**src/rtl/alut_pkg.sv**
```systemverilog
/*
 * Shared constants of the address lookup table: table geometry, entry field
 * positions, sweep command codes and AXI4-Lite register offsets.
 * Referenced by scoped names from the RTL and the testbench.
 */
package alut_pkg;

   // table geometry
   localparam int tbl_depth = 256;
   localparam int idx_w     = 8;        // low address bits index the table
   localparam int entry_w   = 83;

   // ----------------------------------------
   // entry layout {valid, time, port, addr}
   // ----------------------------------------
   localparam int f_valid   = 82;
   localparam int f_time_hi = 81;       // last accessed time
   localparam int f_time_lo = 50;
   localparam int f_port_hi = 49;
   localparam int f_port_lo = 48;
   localparam int f_addr_hi = 47;       // mac address down to bit 0

   // sweep commands, written to reg_cmd
   localparam logic [1:0] cmd_none       = 2'b00;
   localparam logic [1:0] cmd_inval_aged = 2'b10;
   localparam logic [1:0] cmd_inval_all  = 2'b11;

   // ----------------------------------------
   // axi byte offsets
   // ----------------------------------------
   localparam logic [7:0] reg_div    = 8'h00;  // time base divider
   localparam logic [7:0] reg_age    = 8'h04;  // best before age
   localparam logic [7:0] reg_cmd    = 8'h08;
   localparam logic [7:0] reg_status = 8'h0C;  // bit 1 inval in prog, bit 0 active
   localparam logic [7:0] reg_inv_lo = 8'h10;  // last invalidated addr 31:0
   localparam logic [7:0] reg_inv_hi = 8'h14;  // port in 17:16, addr 47:32 in 15:0

   // full count, for elapsed time across a wrap
   localparam logic [31:0] max_time = 32'hffff_ffff;

endpackage

```
**src/rtl/alut_regs.sv**
```systemverilog
/*
 * AXI4-Lite register block: divider and best before age configuration,
 * a write-only command that becomes a one cycle pulse, status and the
 * last invalidated record. Full word writes, one response outstanding.
 */
`timescale 1ns/1ns

module alut_regs (
   input  logic                         pclk4,
   input  logic                         n_p_reset4,
   input  logic                         aw_valid,
   output logic                         aw_ready,
   input  logic [7:0]                   aw_addr,
   input  logic                         w_valid,
   output logic                         w_ready,
   input  logic [31:0]                  w_data,
   output logic                         b_valid,
   input  logic                         b_ready,
   output logic [1:0]                   b_resp,
   input  logic                         ar_valid,
   output logic                         ar_ready,
   input  logic [7:0]                   ar_addr,
   output logic                         r_valid,
   input  logic                         r_ready,
   output logic [31:0]                  r_data,
   output logic [1:0]                   r_resp,
   output logic [7:0]                   div_clk,
   output logic [31:0]                  best_bfr_age,
   output logic [1:0]                   command,
   input  logic                         age_check_active,
   input  logic                         inval_in_prog,
   input  logic [alut_pkg::f_addr_hi:0] lst_inv_addr,
   input  logic [1:0]                   lst_inv_port
);

   logic wr_go;     // address and data taken together
   logic rd_go;

   assign aw_ready = !b_valid;
   assign w_ready  = !b_valid;
   assign ar_ready = !r_valid;
   assign wr_go    = aw_valid && w_valid && !b_valid;
   assign rd_go    = ar_valid && !r_valid;
   assign b_resp   = 2'b00;                 // always OKAY
   assign r_resp   = 2'b00;

   always_ff @(posedge pclk4 or negedge n_p_reset4)
   begin
      if (!n_p_reset4)
      begin
         div_clk      <= '0;
         best_bfr_age <= '0;
         command      <= alut_pkg::cmd_none;
         b_valid      <= 1'b0;
         r_valid      <= 1'b0;
      end
      else
      begin
         command <= alut_pkg::cmd_none;
         if (wr_go && aw_addr == alut_pkg::reg_div)
            div_clk <= w_data[7:0];
         if (wr_go && aw_addr == alut_pkg::reg_age)
            best_bfr_age <= w_data;
         if (wr_go && aw_addr == alut_pkg::reg_cmd)
            command <= w_data[1:0];         // pulse, next cycle back to none
         if (wr_go)
            b_valid <= 1'b1;
         else if (b_ready)
            b_valid <= 1'b0;
         if (rd_go)
            r_valid <= 1'b1;
         else if (r_ready)
            r_valid <= 1'b0;
      end
   end

   // read decode, unknown offsets and reg_cmd give zero
   always_ff @(posedge pclk4)
   begin
      if (rd_go)
         case (ar_addr)
            alut_pkg::reg_div:    r_data <= {24'd0, div_clk};
            alut_pkg::reg_age:    r_data <= best_bfr_age;
            alut_pkg::reg_status: r_data <= {30'd0, inval_in_prog, age_check_active};
            alut_pkg::reg_inv_lo: r_data <= lst_inv_addr[31:0];
            alut_pkg::reg_inv_hi: r_data <= {14'd0, lst_inv_port, lst_inv_addr[47:32]};
            default:              r_data <= '0;
         endcase
   end

endmodule

```
**config.mk**
```make
export PLATFORM = sky130hd
export DESIGN_NAME = alut_regs
export DESIGN_NICKNAME = d
export VERILOG_FILES = /design/src/rtl/alut_pkg.sv /design/src/rtl/alut_regs.sv
export SDC_FILE = /design/constraint.sdc
export NUM_CORES = 1
export LEC_CHECK = 0
export BUFFER_PORTS_ARGS = -buffer_cell sky130_fd_sc_hd__buf_2
export CAP_MARGIN = 15
export CORE_MARGIN = 5
export CORE_UTILIZATION = 32
export DETAILED_ROUTE_END_ITERATION = 7
export GPL_TIMING_DRIVEN = 0
export SLEW_MARGIN = 15
export SYNTH_ARGS = -nofsm -noshare
export SYNTH_HDL_FRONTEND = slang
export SYNTH_SLANG_ARGS = --single-unit
```
**constraint.sdc**
```tcl
create_clock -name pclk4 -period 2.61 [get_ports pclk4]
set_input_delay 0.783 -clock pclk4 [delete_from_list [all_inputs] [get_ports pclk4]]
set_output_delay 0.783 -clock pclk4 [all_outputs]
set_load 0.02 [all_outputs]
```
==> results of run 1 <==
## per-layer routing
metal,vias to the layer above,track usage (%),part of all wire (%)
met3,18,5.77,8.6
met2,114,25.8,49
met4,2,4.73,1.5
met5,-,0,0.13
met1,1314,18.7,41
li1,1284,-,-
## cell type report
type | count | area share [%]
plain buffers | 20 | 2.55
clock buffers | 10 | 2.92
clock inverters | 6 | 1.46
inverters | 2 | 0.159
multi-input cells | 134 | 25.2
flip-flops and latches | 76 | 43.8
well taps | 136 | 3.61
repair buffers | 186 | 20.3
## stage by stage
stage | util [%] | setup WS (ps) | hold slack, ps | power, mW
after floorplan | - | 393 | 487 | 1.48
after global placement | 43.4 | -226 | 510 | 1.66
after detailed placement | 43.7 | -228 | 521 | 1.67
after CTS | 45.8 | 143 | 541 | 2.61
after global routing | 45.8 | 225 | 469 | 2.69
final | 45.8 | 390 | 438 | 2.56
## where the power goes
| group | total (mW) | internal, mW | leakage, nW | switching, mW |
|---|---|---|---|---|
| registers | 1.32 | 1.30 | 0.922 | 0.0209 |
| logic | 0.324 | 0.134 | 1.41 | 0.190 |
| clock network | 0.922 | 0.475 | 0.103 | 0.447 |
## critical path, stage by stage
cell	delay (ps)
buf_2	100
nor4_1	400
nand4_1	330
clkbuf_1	430
mux2_2	390
## layout by cell type (no fill, tap or decap), types with 2 or more instances in the layout
master,count
clkbuf_8,10
nand2_1,3
buf_4,6
inv_6,2
and3_1,10
a221o_2,10
o211ai_1,2
buf_2,187
a221o_1,6
nor3_1,6
nor2_1,2
a22o_1,14
mux2i_1,8
edfxtp_1,32
clkbuf_1,8
o21a_1,2
nor4_1,3
conb_1,4
mux2_2,40
inv_1,2
nand3_1,7
dfrtp_1,44
buf_6,3
## registers in the layout, summed over array words and instances, names as in the netlist
name,count
b_valid,1
best_bfr_age,32
command,2
div_clk,8
r_data,32
r_valid,1
## cells in the mapped netlist (4+ instances only)
| library cell | count |
|---|---|
| nor3_1 | 6 |
| and3_1 | 10 |
| dfrtp_1 | 44 |
| a22o_1 | 14 |
| nand3_1 | 7 |
| a221o_2 | 10 |
| buf_4 | 5 |
| clkbuf_1 | 8 |
| a221o_1 | 6 |
| edfxtp_1 | 32 |
| nor4_1 | 4 |
| mux2_2 | 40 |
| mux2i_1 | 8 |
## logic make-up after synthesis
| family | Yosys count | synth area share, % |
|---|---|---|
| flops | 76 | 61.5 |
| mux | 48 | 15.8 |
| simple gates | 46 | 8.69 |
| compound gates | 36 | 10.1 |
| buf+inv | 22 | 3.81 |
| other cells | 1 | 0.112 |
## worst paths after layout
check,from,to,depth (start not counted)
setup reg to reg,b_valid,best_bfr_age[2],4
setup / recovery,aw_addr[1],best_bfr_age[2],5
min in group pclk4,best_bfr_age[19],best_bfr_age[19],1
max in group asynchronous,n_p_reset4,best_bfr_age[0],1
hold / removal,n_p_reset4,r_valid,1
hold reg to reg,best_bfr_age[19],best_bfr_age[19],1
## what timing repair did
item | in CTS | in global routing
resized for setup | 0 | 1
endpoints found under the setup margin | 0 | 20
hold buffers | 0 | 0
==> flow_summary.json, run 1 <==
{
  "num-fill-cells": 1004,
  "crit_required_ps": 2840,
  "powerDensity_nw_per_um2": 544,
  "synth_seq_cells": 76,
  "final_area_sq_um": 4710,
  "cts-root-buf": "clkbuf_8",
  "grt_use_total_pct": 15.5,
  "drc": 0,
  "yosys.area.top_type": "dfrtp_1",
  "fin_crit_sh_pct": 85.1,
  "end_kind": "flop",
  "outcome": "complete, no violations",
  "tritoncts": "done",
  "hold_violations": 0,
  "tns_ps": 0,
  "setup_viol": 0,
  "fmax_mhz": 450,
  "grt_first_pass_wirelength_um": 15200,
  "finalNetCount": 536,
  "synth_area_leaders": "dfrtp_1 (33%), edfxtp_1 (29%), mux2_2 (13%), a22o_1 (3.7%), a221o_2 (3.4%)",
  "hold_class": "in -> async",
  "ys_async_sr_fraction_pct": 57.9,
  "crit_type": "in -> reg",
  "clockBufferDepth": 2,
  "r2r_slack_ps": 680,
  "synth-edff-count": 32,
  "worstSkewPairLatency_ps": 350,
  "cap_violations": 0,
  "vias_per_cell": 4.79,
  "routedWlPerCell_um": 16.9,
  "yosysTopAreaCellShare_pct": 32.8,
  "portBuffers": 185,
  "grt_pass1_vias": 2978,
  "die_w_um": 112,
  "die_y_um": 112,
  "skew_ps": 12.0,
  "stdcell_count": 570,
  "post-route-min-period_ps": 2220,
  "hpwl_um": 7500,
  "finalWirelength_um": 9660,
  "io_pins": 190,
  "syn_area_per_cell_sq_um": 14.6,
  "drive_above_1_share_pct": 61.8,
  "core_area_sq_um": 10300,
  "multi_input_area_sq_um": 1190,
  "antenna_found_initial": 1,
  "post-cts-setup-buffer-count": 0,
  "drt_iter0_drc": 135,
  "fp-row-count": 37,
  "clock_sinks": 76,
  "drv_slew": 0,
  "worstSetupStartpointType": "primary input",
  "yosysSeqAreaShare_pct": 61.5,
  "synth_cell_types": 37,
  "syn_inst": 229,
  "grt_setup_unrepaired": "false",
  "ys.warnings.count": 0,
  "diodes": 0,
  "overflow": 0,
  "slew_headroom_pct": 48.2,
  "dr.pass1.iters": 4,
  "seq_area_sq_um": 2060,
  "place_area_sq_um": 4500,
  "gp_congestion": 0.815,
  "ant_nets": 0,
  "synthFlopType": "dfrtp_1",
  "cts_inserted_buffers": 9,
  "synth_area_sq_um": 3350,
  "dp_cells": 554,
  "worstMarginPinSlew_ps": 777,
  "grt_max_degree": 45,
  "via_count": 2732,
  "syn2layout_area_growth_pct": 40.5,
  "path_max_fanout": 10,
  "vdd_drop_max_v": 0.000282,
  "die_area_sq_um": 12600,
  "cts_htree_levels": 3,
  "start_util_pct": 32.6,
  "arrival_ps": 2450,
  "leakagePower_nw": 2.44,
  "clk_pin_slew_worst_paths_ps": 80
}
No activity file was read; power rests on OpenSTA's default activity.
==> run 2: changes to the inputs <==
- ABC_AREA: not set -> 1
- SKIP_LAST_GASP: not set -> 1
- clock period: 2.61 -> 2.6 ns (I/O delays scaled with it)
==> flow_summary.json, run 2 <==
{
  "outcome": "complete, no violations",
  "portBuffers": 185,
  "synth.most_common_cell": "nand2_1",
  "fin_ws_ps": 752,
  "synth-compound-area-share_pct": 0.843,
  "core_area_sq_um": 10900,
  "cp_slowest_cell": "dfrtp_1",
  "cp_top_family": "flip-flops",
  "leakagePower_nw": 2.80,
  "cts_resized": 0,
  "hpwl_um": 8770,
  "hold_violations": 0,
  "dr.pass1.iters": 4,
  "drc": 0,
  "synthFlopType": "dfrtp_1",
  "path_max_fanout": 4,
  "finalNetCount": 711,
  "cap_violations": 0,
  "finalWirelength_um": 11000,
  "yosysTopAreaCellShare_pct": 30.9,
  "crit_chain": "inv_2 > buf_4 > buf_2",
  "slowest_delay_ps": 400,
  "worst-path-buf-inv": 3,
  "drt_iter0_drc": 190,
  "start_util_pct": 32.7,
  "place_area_sq_um": 4670,
  "synth_fa_ha_area_share_pct": 0,
  "end_kind": "output pin",
  "powerDensity_nw_per_um2": 508,
  "vias_per_cell": 4.45,
  "grt_use_total_pct": 16.2,
  "vdd_drop_max_v": 0.000214,
  "ant_nets": 0,
  "clockBufferDepth": 2,
  "clk_pin_slew_worst_paths_ps": 80,
  "mostFrequentLayoutCell": "buf_2",
  "fp-row-count": 38,
  "cts-root-buf": "clkbuf_8",
  "drive_above_1_share_pct": 39.4,
  "syn_area_per_cell_sq_um": 8.80,
  "arrival_ps": 1070,
  "synthMuxAreaShare_pct": 0,
  "synth_top_family_by_area": "simple AND/OR/NAND/NOR gates",
  "reg_top3": "best_bfr_age x32, r_data x32, div_clk x8",
  "timing.critical_path.from": "b_valid",
  "synth_xor_area_share_pct": 0,
  "slew_headroom_pct": 53.4,
  "tritoncts": "done",
  "ys_async_sr_fraction_pct": 57.9,
  "final_area_sq_um": 4860,
  "grt_max_degree": 45,
  "dp_cells": 733,
  "setup_viol": 0,
  "drv_slew": 0,
  "gp_congestion": 0.889,
  "grt_setup_unrepaired": "false",
  "ys.warnings.count": 0,
  "crit_required_ps": 1820,
  "synth_common_cells": "nand2_1 (184), nand3_1 (56), dfrtp_1 (44)",
  "fmax_mhz": 541,
  "skew_ps": 14.7,
  "stdcell_count": 750,
  "grt_first_pass_wirelength_um": 16700,
  "cts_inserted_buffers": 9,
  "p_total_mw": 2.47,
  "synthSimpleGateAreaFrac_pct": 33.6,
  "die_w_um": 116,
  "layout_common_cells": "buf_2 (191), nand2_1 (184), nand3_1 (56), dfrtp_1 (44), edfxtp_1 (32)",
  "whs_ps": 417,
  "cts_htree_levels": 3,
  "synth_seq_cells": 76,
  "worstSkewPairLatency_ps": 350,
  "syn2layout_area_growth_pct": 36.4,
  "antenna_found_initial": 2,
  "worstSetupStartpointType": "flop",
  "grt_pass1_vias": 3311,
  "yosys.area.top_type": "dfrtp_1",
  "post-route-util_pct": 44.6,
  "worstMarginPinSlew_ps": 698,
  "pre_cts_slack_ps": 643,
  "synth_area_sq_um": 3560,
  "cts_hold_buf": 0,
  "routedWlPerCell_um": 14.7,
  "synth_area_leaders": "dfrtp_1 (31%), edfxtp_1 (27%), nand2_1 (19%), nand3_1 (7.9%), buf_4 (2.3%)",
  "post-cts-setup-buffer-count": 0,
  "r2r_start": "r_valid",
  "post-route-min-period_ps": 1850,
  "die_y_um": 116,
  "io_pins": 190,
  "clock_sinks": 76,
  "hold_class": "in -> async",
  "via_count": 3335,
  "crit_type": "reg -> out",
  "syn_inst": 405,
  "synth-edff-count": 32,
  "fin_crit_sh_pct": 71.1,
  "die_area_sq_um": 13300,
  "tns_ps": 0,
  "synth_cell_types": 22,
  "overflow": 0,
  "yosysSeqAreaShare_pct": 57.9
}
-- run 2: cell types whose count changed after synthesis, sizes merged, moves of 9 or more --
cell and delta:
nand2 +185, nand3 +53, mux2 -40, inv +22
nor2 +17, a221o -16, a22o -14, buf +11
and3 -9
-- run 2: worst reg2reg max path, delay by kind of cell, from the launching register on --
| kind | cells | cell delay (ps) |
|---|---|---|
| buffers and inverters | 2 | 600 |
| flip-flops | 1 | 380 |
| AND/OR/NAND/NOR | 1 | 80 |
-- run 2: report_power, final --
| part | leakage, nW | internal [mW] | switching (mW) |
|---|---|---|---|
| registers | 0.919 | 1.31 | 0.0225 |
| logic | 1.79 | 0.117 | 0.195 |
| clock network | 0.0939 | 0.401 | 0.426 |
-- run 2: path summary, 6_finish.rpt --
path	end	slack, ps	depth (start not counted)
setup / recovery	w_ready	750	3
hold / removal	command[0]	420	1
setup reg to reg	r_data[6]	1150	3
hold reg to reg	best_bfr_age[21]	500	2
max in group asynchronous	best_bfr_age[11]	1760	1
min in group pclk4	best_bfr_age[21]	500	2
-- run 2: final cells by class --
type	instances	area, sq um
antenna	1	2.50
multi-input combinational	285	1240
sequential	76	2060
timing repair buffer	185	928
clock buffer	13	159
clock inverter	3	20.0
fill	1156	6030
buffer	23	178
inverter	24	92.6
tap	140	175
-- run 2: kinds of logic (layout without fill, tap and decap cells) --
group | count (synthesis) | after routing
and+or+nand+nor | 275 | 275
DFF | 76 | 76
buffers and inverters | 47 | 248
AOI/OAI and AO/OA | 6 | 6
other | 1 | 5
-- run 2: metal layers --
layer	vias up	GRT usage [%]	wire (um)	share of wire (%)
li1	1688	-	-	-
met1	1495	20.1	4500	41
met2	130	27.0	5300	48
met3	20	4.02	945	8.6
met4	2	7.20	240	2.2
met5	-	0	7	0.064
